**src/cu_pkg.sv**
```systemverilog
/*
 * Graph compute unit edge write path, shared definitions
 * Sizes, write command codes, and the structs for config, edge words and bus beats
 */

package cu_pkg;

	////////////////////////////////////////
	// Sizes
	////////////////////////////////////////

	// Bytes in one cacheline, split over two data beats
	localparam int CACHELINE_SIZE = 128;
	// One edge word on the write path
	localparam int DATA_SIZE_WRITE = 4;
	localparam int DATA_SIZE_WRITE_BITS = 32;
	// Word slots in a single 64 byte beat
	localparam int WORDS_PER_BEAT = 16;

	// Derived widths
	localparam int BEAT_BITS = (CACHELINE_SIZE / 2) * 8;
	localparam int SLOT_BITS = $clog2(WORDS_PER_BEAT);

	////////////////////////////////////////
	// Command codes
	////////////////////////////////////////

	typedef enum logic [1:0] {
		WRITE_NA = 2'b00,
		WRITE_MS = 2'b01
	} cmd_code_t;

	////////////////////////////////////////
	// Data words and job config
	////////////////////////////////////////

	// Edge value, seen either whole or byte by byte
	typedef union packed {
		logic [DATA_SIZE_WRITE_BITS-1:0] value;
		logic [DATA_SIZE_WRITE-1:0][7:0] bytes;
	} data_word_u;

	typedef struct packed {
		logic        valid;
		logic [31:0] index;
		data_word_u  data;
	} edge_data_write_t;

	// Held by the host for the whole job
	typedef struct packed {
		logic [63:0] base_address;
		logic [31:0] edge_count;
		logic        mode_ms;
	} wed_config_t;

	////////////////////////////////////////
	// Memory side
	////////////////////////////////////////

	typedef struct packed {
		logic [7:0]           cu_id;
		logic [SLOT_BITS-1:0] slot_offset;
		logic                 write_graph_data;
	} command_tag_t;

	typedef struct packed {
		logic         valid;
		cmd_code_t    command;
		logic [63:0]  address;
		logic [7:0]   size;
		command_tag_t tag;
	} write_command_t;

	typedef struct packed {
		logic                 valid;
		command_tag_t         tag;
		logic [BEAT_BITS-1:0] data;
	} write_data_beat_t;

	// Host word order to memory word order
	function automatic data_word_u swap_bytes(input data_word_u word);
		data_word_u swapped;
		for (int i = 0; i < DATA_SIZE_WRITE; i++) begin
			swapped.bytes[i] = word.bytes[DATA_SIZE_WRITE-1-i];
		end
		return swapped;
	endfunction

endpackage

```
**src/cu_edge_data_write_control.sv**
```systemverilog
/*
 * Edge data write control
 * Turns each accepted edge word into one write command and two data beats,
 * byte swapped into its slot, over two register stages
 */

module cu_edge_data_write_control #(
	parameter logic [7:0] CU_ID = 8'd1
) (
	input  logic                     clock,
	input  logic                     rstn,
	input  logic                     write_enable,
	input  cu_pkg::wed_config_t      wed_config,
	input  cu_pkg::edge_data_write_t edge_data_write,
	output cu_pkg::write_command_t   write_command,
	output cu_pkg::write_data_beat_t write_data_0,
	output cu_pkg::write_data_beat_t write_data_1
);

	logic                     enable_q;
	logic                     accept;
	cu_pkg::wed_config_t      cfg_q;
	cu_pkg::command_tag_t     tag_next;
	cu_pkg::data_word_u       swapped;
	logic [cu_pkg::BEAT_BITS-1:0] slot_data;
	cu_pkg::write_command_t   cmd_next;
	cu_pkg::write_data_beat_t beat_next;

	// Stage valids
	logic                     valid_s1;
	logic                     valid_s2;
	// Stage payloads
	cu_pkg::write_command_t   cmd_s1;
	cu_pkg::write_command_t   cmd_s2;
	cu_pkg::write_data_beat_t beat_s1;
	cu_pkg::write_data_beat_t beat_s2;

	////////////////////////////////////////
	// Enable and config
	////////////////////////////////////////

	always_ff @(posedge clock or negedge rstn) begin
		if (!rstn) begin
			enable_q <= 1'b0;
		end else begin
			enable_q <= write_enable;
		end
	end

	// Config is steady by the time enable_q rises
	always_ff @(posedge clock) begin
		if (write_enable) begin
			cfg_q <= wed_config;
		end
	end

	// Words outside the enable window are dropped
	assign accept = edge_data_write.valid && enable_q;

	////////////////////////////////////////
	// Format
	////////////////////////////////////////

	always_comb begin
		tag_next                  = '0;
		tag_next.cu_id            = CU_ID;
		tag_next.slot_offset      = edge_data_write.index[cu_pkg::SLOT_BITS-1:0];
		tag_next.write_graph_data = 1'b1;

		swapped = cu_pkg::swap_bytes(edge_data_write.data);

		// Only the word's own slot carries data
		slot_data = '0;
		slot_data[tag_next.slot_offset*cu_pkg::DATA_SIZE_WRITE_BITS +:
			cu_pkg::DATA_SIZE_WRITE_BITS] = swapped.value;
	end

	always_comb begin
		cmd_next.valid   = accept;
		cmd_next.command = cfg_q.mode_ms ? cu_pkg::WRITE_MS : cu_pkg::WRITE_NA;
		// Byte address of the word
		cmd_next.address = cfg_q.base_address +
			(64'(edge_data_write.index) << $clog2(cu_pkg::DATA_SIZE_WRITE));
		cmd_next.size    = 8'(cu_pkg::DATA_SIZE_WRITE);
		cmd_next.tag     = tag_next;

		beat_next.valid = accept;
		beat_next.tag   = tag_next;
		beat_next.data  = slot_data;
	end

	////////////////////////////////////////
	// Stage 1
	////////////////////////////////////////

	always_ff @(posedge clock or negedge rstn) begin
		if (!rstn) begin
			valid_s1 <= 1'b0;
		end else begin
			valid_s1 <= accept;
		end
	end

	always_ff @(posedge clock) begin
		if (accept) begin
			cmd_s1  <= cmd_next;
			beat_s1 <= beat_next;
		end
	end

	////////////////////////////////////////
	// Stage 2
	////////////////////////////////////////

	// Runs freely so the last word drains after enable drops
	always_ff @(posedge clock or negedge rstn) begin
		if (!rstn) begin
			valid_s2 <= 1'b0;
		end else begin
			valid_s2 <= valid_s1;
		end
	end

	always_ff @(posedge clock) begin
		if (valid_s1) begin
			cmd_s2  <= cmd_s1;
			beat_s2 <= beat_s1;
		end
	end

	// Both beats carry the same slot data and tag
	always_comb begin
		write_command       = cmd_s2;
		write_command.valid = valid_s2;
		write_data_0        = beat_s2;
		write_data_0.valid  = valid_s2;
		write_data_1        = beat_s2;
		write_data_1.valid  = valid_s2;
	end

	// Every output word was accepted while the FSM still held the path open
	a_valid_needs_enable: assert property (@(posedge clock) disable iff (!rstn)
		write_command.valid |-> $past(write_enable, 2))
		else $error("write command without enable two cycles earlier");

endmodule

```
**src/cu_edge_write_fsm.sv**
```systemverilog
/*
 * Edge write job FSM
 * Starts a job, opens the write path until every write is issued,
 * then waits for the last response and pulses done
 */

module cu_edge_write_fsm (
	input  logic                clock,
	input  logic                rstn,
	input  logic                start,
	input  cu_pkg::wed_config_t wed_config,
	input  logic [31:0]         issued_count,
	input  logic                outstanding_zero,
	output logic                write_enable,
	output logic                job_clear,
	output logic                busy,
	output logic                done
);

	typedef enum logic [1:0] {
		S_IDLE,
		S_ACTIVE,
		S_DRAIN,
		S_FINISH
	} state_t;

	state_t      state;
	logic [31:0] edge_count;

	// Start only counts when no job is running
	assign job_clear = start && !busy;

	////////////////////////////////////////
	// Job length
	////////////////////////////////////////

	always_ff @(posedge clock) begin
		if (job_clear) begin
			edge_count <= wed_config.edge_count;
		end
	end

	////////////////////////////////////////
	// State machine
	////////////////////////////////////////

	always_ff @(posedge clock or negedge rstn) begin
		if (!rstn) begin
			state        <= S_IDLE;
			busy         <= 1'b0;
			done         <= 1'b0;
			write_enable <= 1'b0;
		end else begin
			// Done is a single cycle pulse
			done <= 1'b0;
			case (state)
				S_IDLE, S_FINISH: begin
					// Finish also takes a new start right away
					if (job_clear) begin
						state        <= S_ACTIVE;
						busy         <= 1'b1;
						write_enable <= 1'b1;
					end else begin
						state <= S_IDLE;
					end
				end
				S_ACTIVE: begin
					// All writes issued, close the path
					if (issued_count == edge_count) begin
						state        <= S_DRAIN;
						write_enable <= 1'b0;
					end
				end
				S_DRAIN: begin
					// Wait for the last response
					if (outstanding_zero) begin
						state <= S_FINISH;
						busy  <= 1'b0;
						done  <= 1'b1;
					end
				end
				default: begin
					state <= S_IDLE;
				end
			endcase
		end
	end

	// Host must not restart a running job
	a_no_start_while_busy: assert property (@(posedge clock) disable iff (!rstn)
		start |-> !busy)
		else $error("start arrived while a job is running");

endmodule

```
**src/cu_edge_write_top.sv**
```systemverilog
/*
 * Edge write path of one graph compute unit
 * Job FSM, write tracker and write control
 */

module cu_edge_write_top #(
	parameter logic [7:0] CU_ID = 8'd1
) (
	input  logic                     clock,
	input  logic                     rstn,
	input  logic                     start,
	input  cu_pkg::wed_config_t      wed_config,
	input  cu_pkg::edge_data_write_t edge_data_write,
	input  logic                     write_response,
	output cu_pkg::write_command_t   write_command,
	output cu_pkg::write_data_beat_t write_data_0,
	output cu_pkg::write_data_beat_t write_data_1,
	output logic                     busy,
	output logic                     done
);

	// FSM to control and tracker
	logic        write_enable;
	logic        job_clear;
	// Tracker back to FSM
	logic [31:0] issued_count;
	logic        outstanding_zero;

	////////////////////////////////////////
	// Job control
	////////////////////////////////////////

	cu_edge_write_fsm u_fsm (
		.clock            (clock),
		.rstn             (rstn),
		.start            (start),
		.wed_config       (wed_config),
		.issued_count     (issued_count),
		.outstanding_zero (outstanding_zero),
		.write_enable     (write_enable),
		.job_clear        (job_clear),
		.busy             (busy),
		.done             (done)
	);

	// Each command out is one issue
	cu_write_tracker u_tracker (
		.clock            (clock),
		.rstn             (rstn),
		.job_clear        (job_clear),
		.issue            (write_command.valid),
		.write_response   (write_response),
		.issued_count     (issued_count),
		.outstanding_zero (outstanding_zero)
	);

	////////////////////////////////////////
	// Data path
	////////////////////////////////////////

	cu_edge_data_write_control #(
		.CU_ID (CU_ID)
	) u_control (
		.clock           (clock),
		.rstn            (rstn),
		.write_enable    (write_enable),
		.wed_config      (wed_config),
		.edge_data_write (edge_data_write),
		.write_command   (write_command),
		.write_data_0    (write_data_0),
		.write_data_1    (write_data_1)
	);

endmodule

```
**src/cu_write_tracker.sv**
```systemverilog
/*
 * Write tracker
 * Counts writes issued in the job and writes still waiting for a response
 */

module cu_write_tracker (
	input  logic        clock,
	input  logic        rstn,
	input  logic        job_clear,
	input  logic        issue,
	input  logic        write_response,
	output logic [31:0] issued_count,
	output logic        outstanding_zero
);

	logic [31:0] outstanding;

	////////////////////////////////////////
	// Issued count
	////////////////////////////////////////

	always_ff @(posedge clock or negedge rstn) begin
		if (!rstn) begin
			issued_count <= '0;
		end else if (job_clear) begin
			// Fresh count per job
			issued_count <= '0;
		end else if (issue) begin
			issued_count <= issued_count + 32'd1;
		end
	end

	////////////////////////////////////////
	// Outstanding count
	////////////////////////////////////////

	always_ff @(posedge clock or negedge rstn) begin
		if (!rstn) begin
			outstanding <= '0;
		end else begin
			// Issue and response together cancel out
			case ({issue, write_response})
				2'b10: outstanding <= outstanding + 32'd1;
				2'b01: outstanding <= outstanding - 32'd1;
				default: outstanding <= outstanding;
			endcase
		end
	end

	assign outstanding_zero = (outstanding == '0);

	// A response needs a write issued in an earlier cycle
	a_no_orphan_response: assert property (@(posedge clock) disable iff (!rstn)
		write_response |-> !outstanding_zero)
		else $error("write response with nothing outstanding");

	a_issued_no_wrap: assert property (@(posedge clock) disable iff (!rstn)
		(issue && !job_clear) |-> (issued_count != '1))
		else $error("issued count wrapped");

	a_outstanding_no_wrap: assert property (@(posedge clock) disable iff (!rstn)
		(issue && !write_response) |-> (outstanding != '1))
		else $error("outstanding count wrapped");

endmodule

```
**config.mk**
```make
export PLATFORM = sky130hd
export DESIGN_NAME = cu_edge_write_top
export DESIGN_NICKNAME = d
export VERILOG_FILES = /design/src/cu_pkg.sv /design/src/cu_edge_data_write_control.sv /design/src/cu_edge_write_fsm.sv /design/src/cu_edge_write_top.sv /design/src/cu_write_tracker.sv
export SDC_FILE = /design/constraint.sdc
export NUM_CORES = 1
export LEC_CHECK = 0
export ABC_AREA = 0
export BUFFER_PORTS_ARGS = -buffer_cell sky130_fd_sc_hd__buf_2
export CORE_AREA = 5 5 509 511
export CTS_CLUSTER_SIZE = 30
export DETAILED_ROUTE_END_ITERATION = 10
export DIE_AREA = 0 0 514 516
export GPL_TIMING_DRIVEN = 0
export SKIP_CTS_REPAIR_TIMING = 1
export SKIP_LAST_GASP = 1
export SYNTH_ARGS = -nofsm -noshare
export SYNTH_HDL_FRONTEND = slang
export SYNTH_SLANG_ARGS = --single-unit
```
**constraint.sdc**
```tcl
create_clock -name clock -period 15.4 [get_ports clock]
set_input_delay 0.77 -clock clock [delete_from_list [all_inputs] [get_ports clock]]
set_output_delay 0.77 -clock clock [all_outputs]
set_load 0.03 [all_outputs]
```
# == Yosys cells after proc, flatten, opt, wreduce, memory -nomap -nowiden ==
# Index checks and enable logic that the tools add are counted.
# Widths: inputs -> output; s select.
# word_totals
out_inout_bits,1142
wordCells,65
input_bits,166
ff_bits,1333
# op_classes
n_eq_ne,9
n_mux,15
add_sub_neg,5
n_shift,2
reduce_logical,13
bitwise_logic,1
# op_table
cell,n
$and 512x512->512,1
$shift 32x34->512 const A,1
$shiftx 32x34->512,1
$add 32x1->32 const B,2
$add 64x34->64,1
$mux 32,2
$pmux 32 s2,1
$neg 9->34,1
$eq 32x32->1,1
$logic_not 32->1,1
$sub 32x1->32 const B,1
$reduce_bool 2->1,4
$mux 1,7
$eq 2x2->1 const B,3
$pmux 2 s3,1
$reduce_and 3->1,2
$eq 2x1->1 const B,2
$mux 2,2
$ne 2x2->1 const B,2
$pmux 1 s2,2
$logic_and 1x1->1,2
$logic_not 2->1,1
$ne 2x1->1 const B,1
$reduce_and 2->1,1
2 further kinds,2

# == Logic depth before layout (Yosys ltp) ==
# Gate-level depths: netlist of run 1.
# logic_depth
depth_word,4
depth_mapped,21
depth_no_buf,13

# == Hierarchy ==
# From an unflattened synthesis of run 1, not the netlist that was laid out.
# unflattened
cells_unflattened,3622
hier_area_um2,53711.5
# by_module_without_submodules
mod,cells_each,instances,area_per_inst_um2,seq_area_each_um2
cu_edge_data_write_control,2861,1,46942.5,36920.4
cu_write_tracker,661,1,5200.0,1601.5
cu_edge_write_fsm,100,1,1569.0,1086.0

# == Least setup slack after synthesis of run 1 ==
# Ideal clock, no wire load.
# synth_timing
kind,input to register
from,in edge_data_write[64] (netlist bit)
to,reg u_control.valid_s1
path_buffers,0
cell_stages,1
t_arrival_ns,13.719
path_slack_ns,0.143
required_time_ns,13.862
setup_time_ns,1.538
cell_sequence,and2_1
# synth_between
elab_chain_len,1
# synth_rtl
item,line_no,rtl
"start, declared",cu_edge_write_top.sv:13,"input cu_pkg::edge_data_write_t edge_data_write,"
$logic_and 1x1->1,cu_edge_data_write_control.sv:58,assign accept = edge_data_write.valid && enable_q;
"end signal, assigned",cu_edge_data_write_control.sv:100,valid_s1 <= accept;
"end, declared",cu_edge_data_write_control.sv:30,logic valid_s1;
# No other way between the ends.
# A chain may end at the register's enable or synchronous reset.

# == Worst setup path in the final report of run 1 ==
# layout_timing
from,reg u_control.valid_s2
to,reg u_tracker.outstanding[28]
# layout_between
elab_chain_len,2
elab_cells_between_ends,4
classes_between,eq/ne: 2; mux: 1; reduce/logical: 1
# layout_rtl
item,line_no,rtl
"start, declared",cu_edge_data_write_control.sv:31,logic valid_s2;
"start signal, assigned",cu_edge_data_write_control.sv:120,valid_s2 <= valid_s1;
$eq 2x1->1 / $eq 2x2->1 (equally long branches),cu_write_tracker.sv:42,"case ({issue, write_response})"
$pmux 32 s2 / $reduce_bool 2->1 (equally long branches),--,
"end signal, assigned",cu_write_tracker.sv:43,2'b10: outstanding <= outstanding + 32'd1;
"end signal, assigned",cu_write_tracker.sv:44,2'b01: outstanding <= outstanding - 32'd1;
"end signal, assigned",cu_write_tracker.sv:45,default: outstanding <= outstanding;
"end, declared",cu_write_tracker.sv:16,logic [31:0] outstanding;
# Parallel ways exist; a longest one is shown, timed or not.

==> results of run 1 <==
==> layout make-up <==
cell class                 instances  area (µm²)  area share [%]
clock buffer                     176        3945           5.670
inverter                          34       127.6          0.1834
sequential                      1331       39620           56.93
clock inverter                    96        1277           1.836
multi-input combinational       1487        8573           12.32
timing repair buffer            1297        7002           10.06
buffer                           678        4761           6.842
tap                             3366        4212           6.053
antenna                           27       67.56         0.09710
==> logic make-up after synthesis <==
| family | synth area share [%] |
|---|---|
| AO/OA/AOI/OAI | 2.873 |
| XOR/XNOR | 2.830 |
| adder cells (fa/ha/maj) | 0.9836 |
| buffers and inverters | 9.236 |
| flip-flops | 74.85 |
| multiplexers | 0.1442 |
| other | 0.01419 |
| AND/OR/NAND/NOR | 9.068 |
==> cells in the mapped netlist, types with 3 or more instances <==
library cell,count
and2_1,206
o22ai_1,4
and4_1,7
edfxtp_1,1259
nand4_1,28
dfrtp_1,72
a31oi_1,11
nor2b_1,11
nor2_1,422
nand3b_1,3
o21a_1,11
nand2_1,146
a211oi_1,3
o21ai_0,51
a32oi_1,6
o21bai_1,4
buf_4,562
inv_1,33
buf_2,10
o31ai_1,4
and3b_1,4
and3_1,23
ha_1,40
xor2_1,101
nor4_1,27
xnor2_1,70
a41oi_1,3
a21oi_1,64
nand3_1,49
or3_1,10
clkbuf_1,88
a22oi_1,5
buf_1,6
o31a_1,5
nor3b_1,6
mux2i_1,5
nand2b_1,13
nor3_1,41
buf_6,9
a21o_1,17
a221oi_1,3
==> final timing paths <==
path | depth (start not counted) | endpoint | start
setup / recovery | 21 | u_tracker.outstanding[28] | u_control.valid_s2
hold / removal | 1 | u_fsm.edge_count[6] | wed_config[7]
setup reg to reg | 21 | u_tracker.outstanding[28] | u_control.valid_s2
hold reg to reg | 0 | u_control.write_data_0[309] | u_control.beat_s1[309]
max in group asynchronous | 3 | u_tracker.outstanding[13] | rstn
min in group asynchronous | 2 | u_control.enable_q | rstn
==> sequential cells by signal, summed over array words and instances, names as in the netlist <==
name / flops
u_control.cfg_q: 65
u_control.write_command: 69
u_control.enable_q: 1
u_control.valid_s2: 1
u_fsm.state: 2
u_fsm.done: 1
u_control.beat_s1: 516
u_tracker.issued_count: 32
u_control.cmd_s1: 65
u_control.write_data_0: 512
u_control.valid_s1: 1
u_fsm.edge_count: 32
u_tracker.outstanding: 32
u_fsm.write_enable: 1
u_fsm.busy: 1
==> worst max-delay path: stages (launching register included) <==
cell and delay (ns):
dfrtp_1 0.46, clkbuf_1 0.26, inv_1 0.13, ha_1 0.21
buf_2 0.30, buf_8 0.19, buf_6 0.17, buf_6 0.18
buf_6 0.16, clkbuf_1 0.41, clkbuf_1 0.73, xor2_1 0.21
ha_1 0.26, nor3b_1 0.19, o21ai_0 0.16, nand2_1 0.23
a21oi_2 0.14, o311a_4 0.41, o311a_4 0.39, mux2_4 0.31
a21oi_2 0.15, xor2_1 0.16
==> metal layers <==
layer / part of all wire [%] / track usage (%)
met1: 36 / 20.36
met2: 48 / 30.33
met3: 12 / 8.173
met4: 3.7 / 6.162
met5: 0.023 / 0
==> power groups by stage <==
| stage | registers, mW | clock network [mW] | logic, mW |
|---|---|---|---|
| final | 4.00 | 3.74 | 0.599 |
| after global routing | 4.00 | 3.99 | 0.655 |
| after CTS | 4.00 | 3.85 | 0.601 |
| after detailed placement | 4.07 | 0 | 0.599 |
| after global placement | 4.07 | 0 | 0.589 |
| after floorplan | 4.06 | 0 | 0.402 |
==> results_tabular.tex, run 1 <==
\begin{tabular}{lr}
\hline
Metric & Value \\
\hline
\multicolumn{2}{l}{\textbf{Power and ir drop}} \\
\quad Pwr Density & 119.8 nW/µm² \\
\quad Sequential share of power & 48.0\% \\
\quad Total Power Consumption & 8.333 mW \\
\quad VDD IR-drop max & 0.00009062 V \\
\quad LEAKAGE & 28.56 nW \\
\quad Portion of total power attributed to the clock network & 44.9\% \\
\quad Internal power & 6.304 mW \\
\quad Switching share of power & 24.35\% \\
\quad Switch Pwr & 2.029 mW \\
\quad Gate power share & 7.2\% \\
\multicolumn{2}{l}{\textbf{Clocking}} \\
\quad CTS tree & yes \\
\quad Clk root buf & clkbuf\_16 \\
\quad H-tree depth & 4 \\
\quad CTS max path bufs & 3 \\
\quad Worst-skew pair later-pin latency & 0.80 ns \\
\quad Clk pin slew, worst setup/hold paths & 0.05 ns \\
\quad Number of clock buffers inserted by TritonCTS & 153 \\
\quad Sink Count & 1331 \\
\multicolumn{2}{l}{\textbf{Global route}} \\
\quad Overall overflow remaining after global route & 0 \\
\quad Largest net degree at the start of global routing & 81 \\
\quad All-Layer GR Usage & 18.06\% \\
\quad Antenna violations before repair & 41 \\
\quad Global-route wire length before repair & 319.2 mm \\
\quad Vias in the first global route & 33590 \\
\multicolumn{2}{l}{\textbf{Cells and area}} \\
\quad Most common cell after layout, fill and taps aside & buf\_2 \\
\quad Post-route insts no fill & 8492 \\
\quad End-of-flow core utilization & 27.45\% \\
\quad Fill cell total of the finished layout & 26030 \\
\quad Layout cells sized above 1 & 41.83\% \\
\quad Layout Area Growth over Synthesis & 31.49\% \\
\quad Final nets & 5189 \\
\quad Most frequent cells in the layout & buf\_2, edfxtp\_1, buf\_4, nor2\_1, and2\_1 \\
\quad Post-route cell area & 69580 µm² \\
\multicolumn{2}{l}{\textbf{Timing}} \\
\quad Setup slack of the critical path after layout & 9.492 ns \\
\quad Final TNS setup & 0 ns \\
\quad Final worst clock skew & 0.05504 ns \\
\quad Final critical-path share of the clock period & 38.36\% \\
\quad Final Max Tran Viols & 0 \\
\quad Final Hold Slack & 0.1554 ns \\
\quad Slew of the pin with the lowest slew margin & 1.238 ns \\
\quad Max transition margin & 17.49\% \\
\quad Setup repair after global routing missed its margin & no \\
\quad Timing-limited maximum frequency & 169.3 MHz \\
\quad Endpoints failing hold & 0 \\
\quad Final worst path period need & 5.908 ns \\
\quad Total setup violations reported at the end of the flow & 0 \\
\multicolumn{2}{l}{\textbf{Detailed routing}} \\
\quad 1st-pass router iterations & 6 \\
\quad DR DRC count & 0 \\
\quad Drt total wl & 251.3 mm \\
\quad Final ANT Viol Nets & 0 \\
\quad Mean routed wirelength per cell & 29.59 µm \\
\quad Number of DRC markers after the initial detailed-route iteration & 3447 \\
\quad Via count normalized by instance count & 4.028 \\
\quad Via count of the routed design & 34210 \\
\multicolumn{2}{l}{\textbf{Synthesis}} \\
\quad Netlist cell types & 79 \\
\quad Async set-or-reset flop fraction in the synthesized netlist & 5.409\% \\
\quad Synthesized instance count & 3496 \\
\quad Number of synthesized register bits & 1331 \\
\quad Leading post-synthesis cells by cell area & edfxtp\_1, buf\_4, dfrtp\_1 \\
\quad Mapped cell area & 52920 µm² \\
\quad Leading register cell type out of synthesis & edfxtp\_1 \\
\quad Synthesized area divided by synthesized cell count & 15.14 µm² \\
\quad Area share of the leading cell type in the synthesized netlist & 71.45\% \\
\quad Yosys warning total & 0 \\
\quad EDFF count, synth & 1259 \\
\quad Portion of the post-synthesis area used by sequential elements & 74.85\% \\
\quad Cell type with the largest total area after synthesis & edfxtp\_1 \\
\multicolumn{2}{l}{\textbf{Hold path}} \\
\quad Worst hold path class & in2reg \\
\multicolumn{2}{l}{\textbf{Place}} \\
\quad DP HPWL & 205.1 mm \\
\quad Count of placed standard cells including taps & 8192 \\
\quad Placed inst area & 64280 µm² \\
\quad Worst-case setup slack after placement & 9.442 ns \\
\quad Count of input and output buffers & 1271 \\
\quad Last weighted congestion value of the routability-driven placer & 0.9441 \\
\multicolumn{2}{l}{\textbf{Setup path}} \\
\quad Crit-path max FO & 10 \\
\quad Register-to-register setup slack & 9.49 ns \\
\quad Critical path data required time & 16.11 ns \\
\quad Category of the worst setup path launch point & register \\
\quad Critical path arrival & 6.62 ns \\
\quad Startpoint-to-endpoint class of the critical path & reg2reg \\
\quad Worst setup EP type & register \\
\multicolumn{2}{l}{\textbf{Floorplan}} \\
\quad Core region area & 253500 µm² \\
\quad Die outline height & 516 µm \\
\quad Initial Util & 20.88\% \\
\quad Count of standard-cell rows & 185 \\
\quad Die Width & 514 µm \\
\quad I/O pin count & 1308 \\
\quad Die ar. & 265200 µm² \\
\multicolumn{2}{l}{\textbf{Status}} \\
\quad Run status & completed \\
\multicolumn{2}{l}{\textbf{Flow run}} \\
\quad Number of maximum-capacitance violations & 0 \\
\hline
\end{tabular}
No activity file was read; power rests on OpenSTA's default activity.
==> run 2: changes to the inputs <==
==> constraint.sdc (replaced) <==
create_clock -name clock -period 5.4 [get_ports clock]
set_input_delay 0.27 -clock clock [delete_from_list [all_inputs] [get_ports clock]]
set_output_delay 0.27 -clock clock [all_outputs]
set_load 0.03 [all_outputs]
==> results_tabular.tex, run 2 (synthesis results as in run 1) <==
\begin{tabular}{lr}
\hline
Metric & Value \\
\hline
\multicolumn{2}{l}{\textbf{Setup path}} \\
\quad Category of the worst setup path launch point & register (unchanged) \\
\quad Crit-path max FO & 19 (was 10) \\
\quad Critical path arrival & 5.81 ns (was 6.62 ns) \\
\quad Worst path max stage delay & 0.49 ns (was 0.73 ns) \\
\quad Capturing instance or port of the critical path & u\_tracker.outstanding[28] (unchanged) \\
\quad Top cell by count, worst path & buf\_6 \\
\quad Worst R2R Start & u\_control.valid\_s2 (unchanged) \\
\quad Worst setup EP type & register (unchanged) \\
\quad R2r endpoint & u\_tracker.outstanding[28] (unchanged) \\
\quad Critical Path Source & u\_control.valid\_s2 (unchanged) \\
\quad Worst-case reg-to-reg path depth & 20 (was 21) \\
\quad Critical path data required time & 6.09 ns (was 16.11 ns) \\
\quad Register-to-register setup slack & 0.29 ns (was 9.49 ns) \\
\quad Critical-path cell list & clkbuf\_1 -> inv\_1 -> ha\_1 -> buf\_2 -> buf\_8 -> buf\_6 -> buf\_6 -> buf\_6 -> buf\_4 -> xor2\_1 -> ha\_1 -> nor3b\_1 -> o21ai\_0 -> nand2\_1 -> a21oi\_2 -> o311a\_4 -> o311a\_4 -> mux2\_4 -> a21oi\_2 -> xor2\_1 (was clkbuf\_1 -> inv\_1 -> ha\_1 -> buf\_2 -> buf\_8 -> buf\_6 -> buf\_6 -> buf\_6 -> clkbuf\_1 -> clkbuf\_1 -> xor2\_1 -> ha\_1 -> nor3b\_1 -> o21ai\_0 -> nand2\_1 -> a21oi\_2 -> o311a\_4 -> o311a\_4 -> mux2\_4 -> a21oi\_2 -> xor2\_1) \\
\quad Startpoint-to-endpoint class of the critical path & reg2reg (unchanged) \\
\quad Slowest cell on crit path & dfrtp\_1 (was clkbuf\_1) \\
\multicolumn{2}{l}{\textbf{Timing}} \\
\quad Total setup violations reported at the end of the flow & 0 (unchanged) \\
\quad Final Max Tran Viols & 0 (unchanged) \\
\quad Final worst path period need & 5.113 ns (was 5.908 ns) \\
\quad Final Hold Slack & 0.06713 ns (was 0.1554 ns) \\
\quad Timing-limited maximum frequency & 195.6 MHz (was 169.3 MHz) \\
\quad Final worst clock skew & 0.07224 ns (was 0.05504 ns) \\
\quad Final critical-path share of the clock period & 94.68\% (was 38.36\%) \\
\quad Endpoints failing hold & 0 (unchanged) \\
\quad Slew of the pin with the lowest slew margin & 1.228 ns (was 1.238 ns) \\
\quad Setup repair after global routing missed its margin & no (unchanged) \\
\quad Max transition margin & 17.50\% (was 17.49\%) \\
\multicolumn{2}{l}{\textbf{Cells and area}} \\
\quad End-of-flow core utilization & 27.91\% (was 27.45\%) \\
\quad Layout cells sized above 1 & 40.78\% (was 41.83\%) \\
\quad Multi-input logic area & 8566 µm² (was 8573 µm²) \\
\quad Storage element area & 39620 µm² (unchanged) \\
\quad Layout Area Growth over Synthesis & 33.71\% (was 31.49\%) \\
\quad Most common cell after layout, fill and taps aside & buf\_2 (unchanged) \\
\quad Most frequent cells in the layout & buf\_2, edfxtp\_1, buf\_4, nor2\_1, and2\_1 (unchanged) \\
\quad Max reg flops & 516 (unchanged) \\
\quad Post-route insts no fill & 8606 (was 8492) \\
\quad Fill cell total of the finished layout & 25860 (was 26030) \\
\quad Top reg by flops & u\_control.beat\_s1 (unchanged) \\
\quad Final nets & 5310 (was 5189) \\
\multicolumn{2}{l}{\textbf{Global route}} \\
\quad Global-route wire length before repair & 320.2 mm (was 319.2 mm) \\
\quad All-Layer GR Usage & 18.11\% (was 18.06\%) \\
\quad Largest net degree at the start of global routing & 71 (was 81) \\
\quad Vias in the first global route & 33440 (was 33590) \\
\quad Overall overflow remaining after global route & 0 (unchanged) \\
\quad Antenna violations before repair & 29 (was 41) \\
\multicolumn{2}{l}{\textbf{Detailed routing}} \\
\quad Number of DRC markers after the initial detailed-route iteration & 3308 (was 3447) \\
\quad Via count normalized by instance count & 4.048 (was 4.028) \\
\quad Mean routed wirelength per cell & 29.44 µm (was 29.59 µm) \\
\quad Final ANT Viol Nets & 0 (unchanged) \\
\quad Drt total wl & 253.3 mm (was 251.3 mm) \\
\quad DR DRC count & 0 (unchanged) \\
\quad 1st-pass router iterations & 6 (unchanged) \\
\quad Via count of the routed design & 34840 (was 34210) \\
\multicolumn{2}{l}{\textbf{Clocking}} \\
\quad CTS tree & yes (unchanged) \\
\quad Sink Count & 1331 (unchanged) \\
\quad H-tree depth & 4 (unchanged) \\
\quad Worst-skew pair later-pin latency & 0.83 ns (was 0.80 ns) \\
\quad CTS max path bufs & 3 (unchanged) \\
\quad Clk root buf & clkbuf\_16 (unchanged) \\
\quad Clk pin slew, worst setup/hold paths & 0.06 ns (was 0.05 ns) \\
\quad Number of clock buffers inserted by TritonCTS & 153 (unchanged) \\
\multicolumn{2}{l}{\textbf{Status}} \\
\quad Run status & completed (unchanged) \\
\multicolumn{2}{l}{\textbf{Place}} \\
\quad Count of input and output buffers & 1271 (unchanged) \\
\quad Count of placed standard cells including taps & 8194 (was 8192) \\
\quad Last weighted congestion value of the routability-driven placer & 0.9383 (was 0.9441) \\
\quad DP HPWL & 206.6 mm (was 205.1 mm) \\
\multicolumn{2}{l}{\textbf{Floorplan}} \\
\quad Die ar. & 265200 µm² (unchanged) \\
\quad Die outline height & 516 µm (unchanged) \\
\quad Core region area & 253500 µm² (unchanged) \\
\quad Initial Util & 20.88\% (unchanged) \\
\quad Count of standard-cell rows & 185 (unchanged) \\
\quad I/O pin count & 1308 (unchanged) \\
\quad Die Width & 514 µm (unchanged) \\
\multicolumn{2}{l}{\textbf{Power and ir drop}} \\
\quad Total Power Consumption & 23.77 mW (was 8.333 mW) \\
\quad Pwr Density & 336.0 nW/µm² (was 119.8 nW/µm²) \\
\quad VDD IR-drop max & 0.0002486 V (was 0.00009062 V) \\
\quad LEAKAGE & 29.04 nW (was 28.56 nW) \\
\multicolumn{2}{l}{\textbf{Hold path}} \\
\quad Worst hold path class & in2reg (unchanged) \\
\multicolumn{2}{l}{\textbf{Flow run}} \\
\quad Number of maximum-capacitance violations & 0 (unchanged) \\
\hline
\end{tabular}
## run 2: final cells by class
class	count	share of cell area (%)
inverter	34	0.1804
buffer	677	6.729
multi-input combinational	1487	12.11
antenna	14	0.04952
clock inverter	92	1.707
clock buffer	186	5.615
sequential	1331	55.99
timing repair buffer	1419	11.67
tap	3366	5.953
## run 2: metal layers
layer	part of all wire [%]	GRT usage, %	wire [µm]	up-vias
met1	37	20.72	93470	17600
met3	11	7.869	28090	311
li1	-	-	-	15120
met2	48	30.60	122700	1808
met4	3.6	5.543	9005	2
met5	0.0051	0	13	-
## run 2: critical path: cells and delay by family, from the launching register on
family	cells	cell delay [ns]
flops	1	0.49
simple gates	2	0.41
buf+inv	8	1.73
xor+xnor	2	0.35
mux	1	0.31
fa+ha+maj	2	0.44
compound gates	5	1.27
## run 2: how the worst min path moves through the flow
stage / cells after the start / endpoint / startpoint / slack [ns]
global placement: 0 / u_control.write_data_0[96] / u_control.beat_s1[96] / 0.40
finish: 3 / u_control.cmd_s1[31] / edge_data_write[40] / 0.07
detailed placement: 1 / u_control.enable_q / rstn / 0.23
global route: 3 / u_control.cmd_s1[31] / edge_data_write[40] / 0.002
floorplan: 0 / u_control.enable_q / rstn / -0.03
CTS: 1 / u_control.enable_q / rstn / -0.66
## run 2: per-stage QoR
| stage | instance area (µm²) | setup TNS [ns] | setup slack, ns |
|---|---|---|---|
| 3_3_place_gp | 63620 | -4499.97 | -6.133 |
| 6_report | 70750 | 0 | 0.2873 |
| 4_1_cts | 69500 | -2.109 | -0.5809 |
| 3_5_place_dp | 64320 | -1.820 | -0.5348 |
| 5_1_grt | 70720 | 0 | 0.06908 |
| 2_1_floorplan | 53050 | -1126.30 | -2.078 |
## run 2: power by group
group	internal [mW]	switching, mW	leakage (nW)	total (mW)
Combinational	0.660	1.13	14.1	1.79
Sequential	11.3	0.0986	12.5	11.4
Clock	6.03	4.56	2.45	10.6
Total	18.0	5.78	29.0	23.8
